### config.mk
export PLATFORM = sky130hd
export DESIGN_NAME = spi_reg_top
export DESIGN_NICKNAME = d
export VERILOG_FILES = /design/src/verilog/spi_reg_pkg.sv /design/src/verilog/spi_reg_top.sv /design/src/verilog/spi_read_shift.sv /design/src/verilog/ctrl_reg_list.sv /design/src/verilog/fix_reg_list.sv /design/src/verilog/spi_frame_decode.sv
export SDC_FILE = /design/constraint.sdc
export NUM_CORES = 1
export LEC_CHECK = 0
export ABC_AREA = 0
export BUFFER_PORTS_ARGS = -buffer_cell sky130_fd_sc_hd__buf_2
export CORE_MARGIN = 2
export CORE_UTILIZATION = 53
export DETAILED_ROUTE_END_ITERATION = 6
export PLACE_DENSITY = 0.75
export SETUP_SLACK_MARGIN = 0.15
export SLEW_MARGIN = 10
export SYNTH_ARGS = -nofsm -noshare
export SYNTH_HDL_FRONTEND = slang
export SYNTH_HIERARCHICAL = 1
export SYNTH_SLANG_ARGS = --single-unit
### constraint.sdc
create_clock -name clk_spi_sample -period 2.1 [get_ports clk_spi_sample]
set_clock_uncertainty 0.15 [all_clocks]
set_input_delay 0.315 -clock clk_spi_sample [delete_from_list [all_inputs] [get_ports clk_spi_sample]]
set_output_delay 0.315 -clock clk_spi_sample [all_outputs]
set_load 0.01 [all_outputs]
### src/verilog/spi_reg_pkg.sv
`default_nettype none

package spi_reg_pkg;

	// ------------------------------
	// widths
	// ------------------------------
	localparam int SPI_ADDR_LENGTH = 16;
	localparam int SHORT_REG_WD = 16;
	localparam int OPCODE_WD = 8;
	// only the low address bits take part in decoding
	localparam int DEC_ADDR_WD = 9;

	typedef logic [SPI_ADDR_LENGTH-1:0] spi_addr_t;
	typedef logic [SHORT_REG_WD-1:0] reg_data_t;
	typedef logic [OPCODE_WD-1:0] opcode_t;
	typedef logic [DEC_ADDR_WD-1:0] reg_idx_t;

	// ------------------------------
	// opcodes and address map
	// ------------------------------
	localparam opcode_t OPC_WRITE = 8'h02;
	localparam opcode_t OPC_READ = 8'h03;

	// four control registers, base kept 4-aligned
	localparam reg_idx_t CTRL_BASE = 9'h010;

	// frame assembly states
	typedef enum logic [1:0] {
		st_idle,
		st_opcode,
		st_addr,
		st_data
	} frame_state_t;

	// register command from the frame decoder
	typedef struct packed {
		logic rd_en;
		logic wr_en;
		spi_addr_t addr;
		reg_data_t wdata;
	} reg_cmd_t;

	// reply of one register list
	typedef struct packed {
		logic sel;
		reg_data_t data;
	} reg_rd_t;

	typedef struct packed {
		reg_data_t ctrl0;
		reg_data_t ctrl1;
		reg_data_t ctrl2;
		reg_data_t ctrl3;
	} ctrl_regs_t;

endpackage

`default_nettype wire
### src/verilog/spi_reg_top.sv
`default_nettype none
`timescale 1ns/1ps

module spi_reg_top #(
	parameter spi_reg_pkg::reg_data_t VENDOR_ID = 16'h4448,
	parameter spi_reg_pkg::reg_data_t PRODUCT_ID = 16'h1234,
	parameter spi_reg_pkg::reg_data_t FPGA_VERSION_H = 16'h0101,
	parameter spi_reg_pkg::reg_data_t FPGA_VERSION_L = 16'h010c,
	parameter int SYNC_STAGES = 2
) (
	input wire clk_spi_sample,
	input wire rst_n,
	input wire sclk,
	input wire cs_n,
	input wire mosi,
	output logic miso,
	output spi_reg_pkg::ctrl_regs_t ctrl_regs
);
	import spi_reg_pkg::*;

	reg_cmd_t cmd;
	reg_rd_t fix_rd;
	reg_rd_t ctrl_rd;

	// ------------------------------
	// decode
	// ------------------------------
	spi_frame_decode #(
		.SYNC_STAGES(SYNC_STAGES)
	) spi_frame_decode_i (
		.clk_spi_sample(clk_spi_sample),
		.rst_n(rst_n),
		.sclk(sclk),
		.cs_n(cs_n),
		.mosi(mosi),
		.cmd(cmd)
	);

	// ------------------------------
	// execute
	// ------------------------------
	// identification list
	fix_reg_list #(
		.VENDOR_ID(VENDOR_ID),
		.PRODUCT_ID(PRODUCT_ID),
		.FPGA_VERSION_H(FPGA_VERSION_H),
		.FPGA_VERSION_L(FPGA_VERSION_L)
	) fix_reg_list_i (
		.clk_spi_sample(clk_spi_sample),
		.rst_n(rst_n),
		.cmd(cmd),
		.fix_rd(fix_rd)
	);

	// control list, also feeds the chip
	ctrl_reg_list ctrl_reg_list_i (
		.clk_spi_sample(clk_spi_sample),
		.rst_n(rst_n),
		.cmd(cmd),
		.ctrl_rd(ctrl_rd),
		.ctrl_regs(ctrl_regs)
	);

	// ------------------------------
	// result
	// ------------------------------
	spi_read_shift spi_read_shift_i (
		.clk_spi_sample(clk_spi_sample),
		.rst_n(rst_n),
		.sclk(sclk),
		.cs_n(cs_n),
		.fix_rd(fix_rd),
		.ctrl_rd(ctrl_rd),
		.miso(miso)
	);

endmodule

`default_nettype wire

### src/verilog/spi_read_shift.sv
`default_nettype none
`timescale 1ns/1ps

module spi_read_shift (
	input wire clk_spi_sample,
	input wire rst_n,
	input wire sclk,
	input wire cs_n,
	input wire spi_reg_pkg::reg_rd_t fix_rd,
	input wire spi_reg_pkg::reg_rd_t ctrl_rd,
	output logic miso
);
	import spi_reg_pkg::*;

	localparam logic [4:0] WORD_BITS = 5'(SHORT_REG_WD);

	logic [1:0] sclk_sync;
	logic [1:0] cs_sync;
	logic sclk_d;
	logic sclk_fall;
	logic cs_s;
	logic load;
	reg_data_t load_word;
	reg_data_t shift_q;
	logic active;
	logic [4:0] bit_cnt;

	// ------------------------------
	// local sclk and cs_n sync
	// ------------------------------
	always_ff @(posedge clk_spi_sample) begin
		if (!rst_n) begin
			sclk_sync <= 2'b00;
			cs_sync <= 2'b11;
			sclk_d <= 1'b0;
		end else begin
			sclk_sync <= {sclk_sync[0], sclk};
			cs_sync <= {cs_sync[0], cs_n};
			sclk_d <= sclk_sync[1];
		end
	end

	assign cs_s = cs_sync[1];
	// mode 0 so miso changes on falling sclk
	assign sclk_fall = sclk_d & ~sclk_sync[1];

	// merged reply, zero when no list answers
	assign load = fix_rd.sel | ctrl_rd.sel;
	assign load_word = ({SHORT_REG_WD{fix_rd.sel}} & fix_rd.data) |
		({SHORT_REG_WD{ctrl_rd.sel}} & ctrl_rd.data);

	// ------------------------------
	// output shifter
	// ------------------------------
	always_ff @(posedge clk_spi_sample) begin
		if (!rst_n || cs_s) begin
			active <= 1'b0;
			bit_cnt <= '0;
			miso <= 1'b0;
		end else if (load) begin
			// first bit goes out on the next falling edge
			active <= 1'b1;
			bit_cnt <= '0;
			miso <= 1'b0;
		end else if (active && sclk_fall) begin
			if (bit_cnt == WORD_BITS) begin
				// word done, back to low
				active <= 1'b0;
				miso <= 1'b0;
			end else begin
				miso <= shift_q[SHORT_REG_WD-1];
				bit_cnt <= bit_cnt + 5'd1;
			end
		end
	end

	// msb first
	always_ff @(posedge clk_spi_sample) begin
		if (load) begin
			shift_q <= load_word;
		end else if (active && sclk_fall) begin
			shift_q <= {shift_q[SHORT_REG_WD-2:0], 1'b0};
		end
	end

	// address ranges of the two lists never overlap
	a_one_sel: assert property (@(posedge clk_spi_sample) disable iff (!rst_n)
		!(fix_rd.sel && ctrl_rd.sel));

endmodule

`default_nettype wire

### src/verilog/ctrl_reg_list.sv
`default_nettype none
`timescale 1ns/1ps

module ctrl_reg_list (
	input wire clk_spi_sample,
	input wire rst_n,
	input wire spi_reg_pkg::reg_cmd_t cmd,
	output spi_reg_pkg::reg_rd_t ctrl_rd,
	output spi_reg_pkg::ctrl_regs_t ctrl_regs
);
	import spi_reg_pkg::*;

	reg_idx_t idx;
	logic in_range;
	reg_data_t rd_word;

	assign idx = cmd.addr[DEC_ADDR_WD-1:0];
	// block of four, compare above the register index
	assign in_range = (idx[DEC_ADDR_WD-1:2] == CTRL_BASE[DEC_ADDR_WD-1:2]);

	// ------------------------------
	// register writes
	// ------------------------------
	always_ff @(posedge clk_spi_sample) begin
		if (!rst_n) begin
			ctrl_regs <= '0;
		end else if (cmd.wr_en && in_range) begin
			case (idx[1:0])
				2'd0: ctrl_regs.ctrl0 <= cmd.wdata;
				2'd1: ctrl_regs.ctrl1 <= cmd.wdata;
				2'd2: ctrl_regs.ctrl2 <= cmd.wdata;
				default: ctrl_regs.ctrl3 <= cmd.wdata;
			endcase
		end
	end

	// ------------------------------
	// read-back
	// ------------------------------
	// word picked by the low address bits
	always_comb begin
		case (idx[1:0])
			2'd0: rd_word = ctrl_regs.ctrl0;
			2'd1: rd_word = ctrl_regs.ctrl1;
			2'd2: rd_word = ctrl_regs.ctrl2;
			default: rd_word = ctrl_regs.ctrl3;
		endcase
	end

	always_ff @(posedge clk_spi_sample) begin
		if (!rst_n) begin
			ctrl_rd <= '0;
		end else if (cmd.rd_en && in_range) begin
			ctrl_rd <= '{sel: 1'b1, data: rd_word};
		end else begin
			// no reply outside our range
			ctrl_rd <= '0;
		end
	end

	// register contents move only on a write command
	a_wr_only: assert property (@(posedge clk_spi_sample) disable iff (!rst_n)
		!$stable(ctrl_regs) |-> $past(cmd.wr_en));

endmodule

`default_nettype wire

### src/verilog/fix_reg_list.sv
`default_nettype none
`timescale 1ns/1ps

module fix_reg_list #(
	parameter spi_reg_pkg::reg_data_t VENDOR_ID = 16'h4448,
	parameter spi_reg_pkg::reg_data_t PRODUCT_ID = 16'h1234,
	parameter spi_reg_pkg::reg_data_t FPGA_VERSION_H = 16'h0101,
	parameter spi_reg_pkg::reg_data_t FPGA_VERSION_L = 16'h010c
) (
	input wire clk_spi_sample,
	input wire rst_n,
	input wire spi_reg_pkg::reg_cmd_t cmd,
	output spi_reg_pkg::reg_rd_t fix_rd
);
	import spi_reg_pkg::*;

	reg_idx_t idx;

	// upper address bits alias onto the same registers
	assign idx = cmd.addr[DEC_ADDR_WD-1:0];

	// ------------------------------
	// identification readout
	// ------------------------------
	always_ff @(posedge clk_spi_sample) begin
		if (!rst_n) begin
			fix_rd <= '0;
		end else if (cmd.rd_en) begin
			case (idx)
				// vendor and product
				9'h000: fix_rd <= '{sel: 1'b1, data: VENDOR_ID};
				9'h001: fix_rd <= '{sel: 1'b1, data: PRODUCT_ID};
				// firmware version
				9'h002: fix_rd <= '{sel: 1'b1, data: FPGA_VERSION_H};
				9'h003: fix_rd <= '{sel: 1'b1, data: FPGA_VERSION_L};
				// not ours
				default: fix_rd <= '0;
			endcase
		end else begin
			// sel lasts one cycle only
			fix_rd <= '0;
		end
	end

	// a reply only ever follows a read pulse
	a_sel_after_rd: assert property (@(posedge clk_spi_sample) disable iff (!rst_n)
		fix_rd.sel |-> $past(cmd.rd_en));

endmodule

`default_nettype wire

### src/verilog/spi_frame_decode.sv
`default_nettype none
`timescale 1ns/1ps

module spi_frame_decode #(
	parameter int SYNC_STAGES = 2
) (
	input wire clk_spi_sample,
	input wire rst_n,
	input wire sclk,
	input wire cs_n,
	input wire mosi,
	output spi_reg_pkg::reg_cmd_t cmd
);
	import spi_reg_pkg::*;

	// pin order in the synchronizer is sclk, cs_n, mosi
	localparam logic [2:0] PIN_IDLE = 3'b010;
	localparam logic [3:0] OPC_LAST = 4'(OPCODE_WD - 1);
	localparam logic [3:0] WORD_LAST = 4'(SHORT_REG_WD - 1);

	logic [2:0] pin_sync [SYNC_STAGES];
	logic sclk_s;
	logic cs_s;
	logic mosi_s;
	logic sclk_d;
	logic cs_d;
	logic sclk_rise;
	logic cs_fall;
	frame_state_t state;
	logic [3:0] bit_cnt;
	reg_data_t shift_q;
	reg_data_t field_word;
	opcode_t opcode_q;
	logic rd_pulse;
	logic wr_pulse;
	spi_addr_t addr_q;
	reg_data_t wdata_q;

	// ------------------------------
	// pin synchronizer and edges
	// ------------------------------
	always_ff @(posedge clk_spi_sample) begin
		if (!rst_n) begin
			for (int i = 0; i < SYNC_STAGES; i++) begin
				pin_sync[i] <= PIN_IDLE;
			end
			sclk_d <= 1'b0;
			cs_d <= 1'b1;
		end else begin
			pin_sync[0] <= {sclk, cs_n, mosi};
			for (int i = 1; i < SYNC_STAGES; i++) begin
				pin_sync[i] <= pin_sync[i-1];
			end
			sclk_d <= sclk_s;
			cs_d <= cs_s;
		end
	end

	assign {sclk_s, cs_s, mosi_s} = pin_sync[SYNC_STAGES-1];
	// mode 0 so mosi is sampled on rising sclk
	assign sclk_rise = sclk_s & ~sclk_d;
	assign cs_fall = cs_d & ~cs_s;
	// word including the bit arriving on this edge
	assign field_word = {shift_q[SHORT_REG_WD-2:0], mosi_s};

	// ------------------------------
	// frame state machine
	// ------------------------------
	always_ff @(posedge clk_spi_sample) begin
		if (!rst_n) begin
			state <= st_idle;
			bit_cnt <= '0;
			opcode_q <= '0;
			rd_pulse <= 1'b0;
			wr_pulse <= 1'b0;
		end else begin
			rd_pulse <= 1'b0;
			wr_pulse <= 1'b0;
			if (cs_s) begin
				// deselect drops any unfinished frame
				state <= st_idle;
				bit_cnt <= '0;
			end else begin
				case (state)
					st_idle: begin
						// only a fresh select starts a frame
						if (cs_fall) begin
							state <= st_opcode;
							bit_cnt <= '0;
						end
					end
					st_opcode: begin
						if (sclk_rise) begin
							bit_cnt <= bit_cnt + 4'd1;
							if (bit_cnt == OPC_LAST) begin
								bit_cnt <= '0;
								opcode_q <= field_word[OPCODE_WD-1:0];
								if (field_word[OPCODE_WD-1:0] == OPC_READ ||
										field_word[OPCODE_WD-1:0] == OPC_WRITE) begin
									state <= st_addr;
								end else begin
									// unknown opcode, wait for deselect
									state <= st_idle;
								end
							end
						end
					end
					st_addr: begin
						if (sclk_rise) begin
							// counter wraps to zero after the last bit
							bit_cnt <= bit_cnt + 4'd1;
							if (bit_cnt == WORD_LAST) begin
								if (opcode_q == OPC_READ) begin
									rd_pulse <= 1'b1;
									state <= st_idle;
								end else begin
									state <= st_data;
								end
							end
						end
					end
					st_data: begin
						if (sclk_rise) begin
							bit_cnt <= bit_cnt + 4'd1;
							if (bit_cnt == WORD_LAST) begin
								wr_pulse <= 1'b1;
								state <= st_idle;
							end
						end
					end
					default: state <= st_idle;
				endcase
			end
		end
	end

	// field payload
	always_ff @(posedge clk_spi_sample) begin
		if (sclk_rise) begin
			shift_q <= field_word;
		end
		if (sclk_rise && bit_cnt == WORD_LAST) begin
			if (state == st_addr) begin
				addr_q <= field_word;
			end
			if (state == st_data) begin
				wdata_q <= field_word;
			end
		end
	end

	assign cmd = '{rd_en: rd_pulse, wr_en: wr_pulse, addr: addr_q, wdata: wdata_q};

	// read and write commands are exclusive
	a_cmd_excl: assert property (@(posedge clk_spi_sample) disable iff (!rst_n)
		!(cmd.rd_en && cmd.wr_en));

endmodule

`default_nettype wire

Yosys cells after proc, flatten, opt, wreduce, memory -nomap -nowiden. Memory sizes are Yosys's and may differ from the RTL's. Cells that the tools add are included.

Flip-flop bits (word level): 184. RAM bits: 6. Input port bits: 5. Word-level logic and storage cells: 131. Memories kept: 1.

$add $sub $neg: 2. Equal/unequal tests: 23. Mux-type cells: 30. Bitwise operators: 19. Reductions and logical operators: 31.

Memory list: spi_frame_decode_i.pin_sync (depth 2, bits a word 3, read ports 2, clocked after Yosys merged registers in 0, write ports 2, RTL line spi_frame_decode.sv:21) `logic [2:0] pin_sync [SYNC_STAGES];`.

Operator list (count): $pmux 17 s4 (1); $pmux 16 s3 (1); $and 16x16->16 (2); $mux 16 (2); $eq 8x2->1 const B (3); $reduce_and 2->1 (10); $eq 9x2->1 const B (2); $mux 2 (9); $mux 17 (1); $mux 4 (4); $ne 2x1->1 const B (8); $or 16x16->16 (1); $pmux 4 s3 (1); $not 1->1 (10); $eq 9x1->1 const B (1); $logic_not 9->1 (1); $mux 1 (8); $pmux 2 s4 (1); $eq 7x3->1 const B (1); $reduce_and 7->1 (1); $eq 2x2->1 const B (3); $mux 3 (2); $reduce_or 2->1 (3); $add 5x1->5 const B (1); 17 further kinds (28).

Logic depth before layout (Yosys ltp). Gate-level depths: netlist (run 1).

Word-level depth: 6. Depth in mapped cells: 6. Mapped depth without buffers: 5.

By module. Netlist (run 1), hierarchy kept.

By module, submodules not included: ctrl_reg_list (instances 1, cells an instance 287, area an instance 3261.9 sq um); spi_frame_decode (instances 1, cells an instance 152, area an instance 2458.6 sq um); spi_read_shift (instances 1, cells an instance 121, area an instance 1248.7 sq um); fix_reg_list (instances 1, cells an instance 33, area an instance 330.3 sq um).

Worst setup path after synthesis (run 1). OpenSTA, ideal clock, no wires.

Kind: reg-to-reg. Start: register spi_frame_decode_i.bit_cnt[0]. End: register spi_frame_decode_i.addr_q[0] (enable). Setup time: 388 ps. Arrival time: 1728 ps. Required time: 1562 ps. Path slack: -167 ps. Stages on the path, launching flop included: 5. Buffers on the path: 0. Clock period less this slack: 2267 ps. Path through: dfxtp_1 > ha_1 > nand4b_1 > or2_2 > nor2_1.

Cells in the longest elaborated chain, start to end: 3.

Ends and longest elaborated chain: from (decl) (RTL line spi_frame_decode.sv:30) `logic [3:0] bit_cnt;`; from (signal assigned) (RTL line spi_frame_decode.sv:94) `bit_cnt <= bit_cnt + 4'd1;`; from (signal assigned) (RTL line spi_frame_decode.sv:111) `bit_cnt <= bit_cnt + 4'd1;`; from (signal assigned) (RTL line spi_frame_decode.sv:124) `bit_cnt <= bit_cnt + 4'd1;`; $eq 4x4->1 (RTL line spi_frame_decode.sv:142) `if (sclk_rise && bit_cnt == WORD_LAST) begin`; $logic_and 1x1->1 (RTL line spi_frame_decode.sv:142); $reduce_and 2->1 (no source line); to (signal assigned) (RTL line spi_frame_decode.sv:144) `addr_q <= field_word;`; to (decl) (RTL line spi_frame_decode.sv:36) `spi_addr_t addr_q;`.

No other way between the ends. A chain may end at the register's enable or synchronous reset.

Worst setup path after layout (run 1).
Start: register spi_frame_decode_i.addr_q[8]. End: register ctrl_reg_list_i/ctrl_regs[44] (netlist name).

Cells in the longest elaborated chain, start to end: 3.

Ends and longest elaborated chain: $eq 7x3->1 (RTL line ctrl_reg_list.sv:19) `assign in_range = (idx[DEC_ADDR_WD-1:2] == CTRL_BASE[DEC_ADDR_WD-1:2]);`; $logic_and 1x1->1 (RTL line ctrl_reg_list.sv:27) `end else if (cmd.wr_en && in_range) begin`; $reduce_and 2->1 (no source line).

No other way between the ends.

==> flow_metrics.tcl, run 1 <==
set metrics [dict create \
    grt_first_pass_wirelength_um 23100 \
    hold_class "input port to register" \
    cp.arrival_ps 2070 \
    die_area_mm2 0.0143 \
    final_nets 669 \
    io_pins 70 \
    drt_iter0_drc 364 \
    vdd_ir_drop_max_uv 601 \
    num_vias 4584 \
    cts_tree "built" \
    grt_max_degree 51 \
    crit_top_cell "buf_4" \
    crit_type "register to register" \
    cp.required_ps 2260 \
    area_delta_synth_final_pct 15.7 \
    routed_wl_um 14400 \
    clk_pin_slew_worst_paths_ps 60 \
    setup_viol 0 \
    max_stage_delay_ps 510 \
    holdWs_ps 105 \
    ys.warnings.count 6 \
    cp.buffers_inverters 2 \
    critPathCaptureType "register" \
    crit_family "simple AND/OR/NAND/NOR gates" \
    antenna_found_initial 0 \
    drcViolationCount 0 \
    worst-path-stages 5 \
    core_mm2 0.0131 \
    n_antenna_cell 0 \
    die_x_um 120 \
    cts_root_buf "clkbuf_16" \
    fin_setup_tns_ps 0 \
    slew_viol_final 0 \
    ctsHtreeMaxLevel 4 \
    tightest_slew_ps 705 \
    worstPathCellList "nor4b_4 > buf_4 > nand4b_1 > buf_4 > mux2i_1" \
    ctsLongestPathBuffers 2 \
    crit_fanout 10 \
    fmax_mhz 525 \
    cellPowerDensity_mw_per_mm2 818 \
    start_kind "register" \
    status "complete, no violations" \
    ant_nets 0 \
    num_rows 42 \
    crit_slowest_cell "edfxtp_1" \
    numCtsBuffers 17 \
    netlist_area_mm2 0.00709 \
    first_global_vias 4544 \
    overflow 0 \
    wl_per_cell_um 16.9 \
    cts_sinks 180 \
    routed_via_density 5.39 \
    initial_core_util_pct 54.0 \
    fin_crit_sh_pct 90.8 \
    rsz0062_at_grt "yes" \
    final-hold-violation-count 0 \
    reg2reg_depth 5 \
    max_slew_margin_pct 52.3 \
    io_buffers 69 \
    fp.dieH_um 120 \
    p_leak_nw 3.68 \
    drive_above_1_share_pct 23.4 \
    synthCells 586 \
    grt_use_total_pct 20.7 \
    firstDrtPassIters 5 \
    clk_latency_ps 420 \
    whs_path_depth 2 \
    gp_congestion 0.875 \
    dp_hpwl_um 10000 \
    maxCapViolCount 0 \
    min_period_ps 1910 \
    syn_avg_cell_area_um2 12.1 \
]
through the flow:
step	area (um^2)	instances	power (W)	setup WS (ps)	util [%]
2_1_floorplan	7110	590	0.00374	300	-
3_3_place_gp	7560	812	0.00376	205	57.6
3_5_place_dp	7560	812	0.00377	126	57.6
4_1_cts	8160	847	0.00676	157	62.1
5_1_grt	8200	850	0.00691	95.4	62.4
6_report	8200	850	0.00671	194	62.4
repair_timing:
| action | 4_1_cts | 5_1_grt |
|---|---|---|
| gates resized for setup | 1 | 3 |
| setup buffers | 0 | 3 |
| setup endpoints to repair | 9 | 41 |
| pin swaps | 0 | 3 |
| hold buffers | 3 | 0 |
| endpoints found under the hold margin | 5 | 0 |
layout by cell type, fill, tap and decap left out, drive strengths merged, types with 9 or more instances in the layout:
cell,instances
nor2,13
nand2,120
a22oi,16
and2b,13
edfxtp,56
mux4,16
mux2i,74
dfxtp,124
clkbuf,27
buf,93
nor2b,11
and2,9
a21oi,11
final cells by class:
type	instances	area (um^2)
clock buffer	27	514
tap	176	220
fill	1019	4940
inverter	7	27.5
multi-input combinational	359	2660
timing repair buffer	96	568
clock inverter	5	50.0
sequential	180	4160
metal layers:
metal / routed length [um] / vias up / track usage (%)
li1: - / 2200 / -
met1: 6210 / 2237 / 26.5
met2: 7240 / 122 / 34.4
met3: 654 / 25 / 4.13
met4: 306 / 0 / 8.97
met5: 0 / - / 0
report_power, final:
part,switching (W),total [W],internal (W)
registers,0.0000177,0.00362,0.00360
logic,0.0000549,0.0000819,0.0000270
clock network,0.00122,0.00301,0.00179
sequential cells by signal, summed over array words and instances (netlist names), 5 cells and up:
register and count:
ctrl_reg_list_i/ctrl_regs 64, ctrl_reg_list_i/ctrl_rd 17, spi_frame_decode_i/wdata_q 16, spi_read_shift_i/shift_q 16, spi_frame_decode_i/shift_q 15, spi_frame_decode_i/addr_q 9
spi_frame_decode_i/opcode_q 8, fix_reg_list_i/fix_rd 7, spi_frame_decode_i/pin_sync 6, spi_read_shift_i/bit_cnt 5
final timing paths:
path / startpoint / to / slack, ps
worst max-delay path: spi_frame_decode_i/addr_q[8] / ctrl_reg_list_i/ctrl_regs[44] / 190
worst max register to register: spi_frame_decode_i/addr_q[8] / ctrl_reg_list_i/ctrl_regs[44] / 190
worst min register to register: spi_frame_decode_i/pin_sync[0][1] / spi_frame_decode_i/pin_sync[0][4] / 260
worst min-delay path: rst_n / spi_frame_decode_i/opcode_q[7] / 100
No activity file was read; power rests on OpenSTA's default activity.
==> run 2, diff against run 1 <==
Settings changed: CELL_PAD_IN_SITES_DETAIL_PLACEMENT set to 0, CELL_PAD_IN_SITES_GLOBAL_PLACEMENT set to 1, CORE_UTILIZATION 53 to 43, PLACE_DENSITY 0.75 to not set, PLACE_DENSITY_LB_ADDON set to 0.1, SLEW_MARGIN 10 to 20.
==> run 2 against run 1 <==
Effect of this change:
- non-clock buffer count down 1
- global-route usage down 3.1 points
- via count down 3.0%
- final area up 1.3%
- critical endpoint is now spi_frame_decode_i/addr_q[4]
- sequential cell count unchanged
- largest cell class unchanged
- critical path depth down 1
- critical path type unchanged
- cell count up 4.7%
- die area up 22%
- hold slack better by 0.72 ps
- combinational power up 5.7%
- first-iteration DRC count down 49%
==> flow_metrics.tcl, run 2 (same netlist as run 1, synthesis figures left out) <==
set metrics [dict create \
    fin_setup_tns_ps 0 \
    dpl_cell_area_mm2 0.00762 \
    cts_tree "built" \
    hold_class "input port to register" \
    layout_commonest_cell "dfxtp_1" \
    maxCapViolCount 0 \
    overflow 0 \
    cp.arrival_ps 1810 \
    clk_pin_slew_worst_paths_ps 70 \
    reg_top3 "ctrl_reg_list_i/ctrl_regs x64, ctrl_reg_list_i/ctrl_rd x17" \
    core_mm2 0.0160 \
    setup_viol 0 \
    wl_met3_um 472 \
    critPathLaunch "spi_frame_decode_i/bit_cnt[0]" \
    gp_congestion 0.828 \
    ctsHtreeMaxLevel 4 \
    cts_root_buf "clkbuf_16" \
    slew_viol_final 0 \
    area_delta_synth_final_pct 17.2 \
    grt_first_pass_wirelength_um 24200 \
    dp.cells 853 \
    ctsLongestPathBuffers 2 \
    drt_iter0_drc 184 \
    crit_type "register to register" \
    wl_per_cell_um 16.8 \
    crit_fanout 5 \
    critPathCaptureType "register" \
    met1_length_um 6940 \
    largest_reg_flops 64 \
    ant_nets 0 \
    whs_endpoint "ctrl_reg_list_i/ctrl_regs[5]" \
    final_nets 669 \
    initial_core_util_pct 44.3 \
    n_antenna_cell 0 \
    routed_wl_um 15000 \
    io_buffers 69 \
    regMostFlops "ctrl_reg_list_i/ctrl_regs" \
    reg2reg_depth 4 \
    tightest_slew_ps 626 \
    cellPowerDensity_mw_per_mm2 837 \
    final-hold-violation-count 0 \
    max_slew_margin_pct 57.7 \
    grt_use_total_pct 17.6 \
    num_rows 46 \
    whs_path_depth 3 \
    fin_cells 890 \
    routed.top_layer "met4" \
    antenna_found_initial 0 \
    grt_max_degree 36 \
    fp.dieH_um 132 \
    wl_met2_um 7430 \
    clk_latency_ps 430 \
    postLayoutCellArea_mm2 0.00831 \
    reg2reg_from "spi_frame_decode_i/bit_cnt[0]" \
    p_leak_nw 3.70 \
    power.total_w 0.00696 \
    num_vias 4448 \
    r2r_end "spi_frame_decode_i/addr_q[4]" \
    vdd_ir_drop_max_uv 584 \
    io_pins 70 \
    start_kind "register" \
    utilization_pct 51.9 \
    firstDrtPassIters 4 \
    mostFrequentLayoutCells "124 x dfxtp_1, 119 x nand2_1, 74 x mux2i_1, 68 x buf_2, 56 x edfxtp_1" \
    rsz0062_at_grt "yes" \
    die_area_mm2 0.0175 \
    status "complete, no violations" \
    drcViolationCount 0 \
    min_period_ps 1830 \
    die_x_um 132 \
    worstHoldStart "rst_n" \
    routed_via_density 5.00 \
    r2r_setup_slack_ps 270 \
    numCtsBuffers 17 \
    dp_hpwl_um 10800 \
    first_global_vias 4486 \
    fmax_mhz 545 \
    fin_crit_sh_pct 87.4 \
    cp.required_ps 2070 \
    cts_sinks 180 \
    drive_above_1_share_pct 23.9 \
]
==> run 2: cell count changes in the layout (fill, tap and decap cells not counted), moves of 2 or more <==
cell / change
clkbuf_1: -6
inv_6: +4
clkbuf_8: -3
clkinv_2: -2
clkinv_4: +2
clkinvlp_4: +2
==> run 2: stage by stage <==
step                      setup slack (ps)  hold WS (ps)
after global routing                   145           124
after global placement                 175           253
after detailed placement               114           250
final                                  265           106
after CTS                              160          79.7
after floorplan                        300           236
==> run 2: critical path: stages (launching register included) <==
cell      delay, ps
dfxtp_1         370
ha_1            250
nand4b_1        200
or2_2           390
nor2_4          170
==> run 2: repair_timing <==
item	CTS	global route
hold endpoints to repair	5	0
resized for setup	1	1
hold buffers	3	0
pin swaps	0	1
buffers inserted	0	1
gates cloned	0	1
endpoints found under the setup margin	9	25
==> run 2: per-layer routing <==
layer	track usage, %	vias to the layer above
li1	-	2202
met3	4.34	12
met5	0	-
met2	29.0	65
met4	5.73	0
met1	22.9	2169
==> run 2: final cells by class <==
type,count,area (um^2)
clock inverters,13,141
flip-flops and latches,180,4160
fillers,1473,7690
multi-input cells,360,2650
well taps,216,270
repair buffers,95,576
inverters,7,27.5
clock buffers,19,475
==> run 2: worst max path at each step <==
stage / to / slack, ps / depth (start not counted)
final: spi_frame_decode_i/addr_q[4] / 270 / 4
after global routing: spi_frame_decode_i/bit_cnt[2] / 150 / 4
after CTS: ctrl_reg_list_i/ctrl_regs[6] / 160 / 3
after detailed placement: spi_frame_decode_i/addr_q[7] / 110 / 4
after global placement: spi_frame_decode_i/addr_q[8] / 170 / 4
after floorplan: spi_frame_decode_i/addr_q[0] / 300 / 4
==> run 2: power by group <==
part | switching, W | internal (W)
Clock | 0.00135 | 0.00191
Combinational | 0.0000578 | 0.0000288
Sequential | 0.0000167 | 0.00360
==> run 3, diff against run 2 <==
Settings changed: HOLD_SLACK_MARGIN set to 0.1, PLACE_DENSITY set to 0.79, PLACE_DENSITY_LB_ADDON 0.1 to not set.
==> run 3 against run 2 <==
Effect of this change:
- first-iteration DRC count up 53%
- maximum frequency down 1.2%
- die area unchanged
- sequential cell count unchanged
- hold slack better by 15 ps
- via count up 2.5%
- final area down 0.54%
- critical path type unchanged
- largest power group unchanged
==> flow_metrics.tcl, run 3 (same netlist as run 1, synthesis figures left out) <==
set metrics [dict create \
    status "complete, no violations" \
    final-hold-violation-count 0 \
    multi_input_area_mm2 0.00266 \
    crit_family "simple AND/OR/NAND/NOR gates" \
    worstPathCellList "nor4b_4 > buf_4 > nand4_1 > buf_4 > and2b_1" \
    initial_core_util_pct 44.3 \
    endpoint "ctrl_reg_list_i/ctrl_rd[2]" \
    layout_commonest_cell "dfxtp_1" \
    fp.dieH_um 132 \
    cp.required_ps 2320 \
    cts_sinks 180 \
    regMostFlops "ctrl_reg_list_i/ctrl_regs" \
    grt_max_degree 46 \
    crit_fanout 17 \
    fin_setup_tns_ps 0 \
    fin_ws_ps 242 \
    maxCapViolCount 0 \
    mostFrequentLayoutCells "124 x dfxtp_1, 119 x nand2_1, 74 x mux2i_1, 69 x buf_2, 56 x edfxtp_1" \
    drcViolationCount 0 \
    vdd_ir_drop_max_uv 565 \
    hold_class "input port to register" \
    dp_slack_ps 90.8 \
    r2r_end "ctrl_reg_list_i/ctrl_rd[2]" \
    slew_viol_final 0 \
    fin_crit_sh_pct 88.5 \
    io_pins 70 \
    critPathLaunch "spi_frame_decode_i/addr_q[6]" \
    setup_viol 0 \
    n_fill_cell 1425 \
    reg2reg_from "spi_frame_decode_i/addr_q[6]" \
    overflow 0 \
    worstHoldStart "rst_n" \
    crit_top_cell "buf_4" \
    die_area_mm2 0.0175 \
    holdWs_ps 121 \
    core_mm2 0.0160 \
    gp_congestion 0.803 \
    n_antenna_cell 0 \
    min_period_ps 1860 \
    rsz0062_at_grt "yes" \
    fmax_mhz 538 \
    grt_first_pass_wirelength_um 24200 \
    tightest_slew_ps 586 \
    largest_reg_flops 64 \
    clk_pin_slew_worst_paths_ps 60 \
    antenna_found_initial 0 \
    area_delta_synth_final_pct 16.6 \
    worst-path-stages 5 \
    numCtsBuffers 17 \
    firstDrtPassIters 4 \
    start_kind "register" \
    layout.area.seq_mm2 0.00416 \
    reg_top3 "ctrl_reg_list_i/ctrl_regs x64, ctrl_reg_list_i/ctrl_rd x17" \
    drt_iter0_drc 281 \
    clk_latency_ps 430 \
    cp.arrival_ps 2080 \
    reg2reg_depth 5 \
    crit_slowest_cell "nor4b_4" \
    max_slew_margin_pct 60.4 \
    num_rows 46 \
    ctsHtreeMaxLevel 4 \
    grt_use_total_pct 17.6 \
    first_global_vias 4542 \
    r2r_setup_slack_ps 240 \
    utilization_pct 51.6 \
    max_stage_delay_ps 480 \
    cts_tree "built" \
    p_leak_nw 3.68 \
    crit_type "register to register" \
    ctsLongestPathBuffers 2 \
    final_nets 672 \
    cellPowerDensity_mw_per_mm2 808 \
    routed_via_density 5.10 \
    cp.buffers_inverters 2 \
    wl_per_cell_um 16.8 \
    io_buffers 69 \
    cts_root_buf "clkbuf_16" \
    die_x_um 132 \
    ant_nets 0 \
    routed_wl_um 15000 \
    dp_hpwl_um 10200 \
    drive_above_1_share_pct 24.2 \
    critPathCaptureType "register" \
    power.total_w 0.00668 \
    num_vias 4557 \
]
[run 3: power breakdown]
| group | internal, W | switching (W) |
|---|---|---|
| Clock | 0.00166 | 0.00131 |
| Sequential | 0.00360 | 0.0000172 |
| Combinational | 0.0000270 | 0.0000563 |
[run 3: repair_timing]
| item | 4_1_cts | 5_1_grt |
|---|---|---|
| resized for setup | 1 | 4 |
| endpoints found under the setup margin | 13 | 42 |
| endpoints found under the hold margin | 5 | 0 |
| cloned | 0 | 1 |
| pin swaps | 1 | 5 |
| setup buffers | 2 | 4 |
| hold buffers | 3 | 0 |
[run 3: stage by stage]
step,instances,instance area (um^2)
global route,893,8260
floorplan,590,7110
CTS,888,8210
finish,893,8260
detailed placement,851,7610
global placement,851,7610
[run 3: layout make-up]
class | instances | area share, %
Inverter | 7 | 0.333
Tap cell | 216 | 3.27
Timing Repair Buffer | 98 | 7.15
Multi-Input combinational cell | 360 | 32.1
Clock buffer | 20 | 5.41
Sequential cell | 180 | 50.4
Clock inverter | 12 | 1.30
[run 3: per-layer routing]
| metal | wire length (um) | vias up | part of all wire (%) | track usage (%) |
|---|---|---|---|---|
| li1 | - | 2212 | - | - |
| met3 | 554 | 13 | 3.7 | 4.73 |
| met5 | 0 | - | 0 | 0 |
| met1 | 6820 | 2254 | 45 | 22.5 |
| met4 | 151 | 0 | 1.0 | 5.26 |
| met2 | 7460 | 78 | 50 | 29.1 |
[run 3: worst min-delay path by stage]
stage | cells past startpoint | slack [ps] | end
2_1_floorplan | 1 | 240 | spi_frame_decode_i/pin_sync[0][4]
3_3_place_gp | 1 | 250 | spi_frame_decode_i/pin_sync[0][4]
3_5_place_dp | 1 | 260 | spi_read_shift_i/cs_sync[1]
4_1_cts | 2 | 100 | spi_frame_decode_i/opcode_q[2]
5_1_grt | 2 | 130 | spi_frame_decode_i/pin_sync[0][3]
6_report | 2 | 120 | spi_frame_decode_i/opcode_q[0]
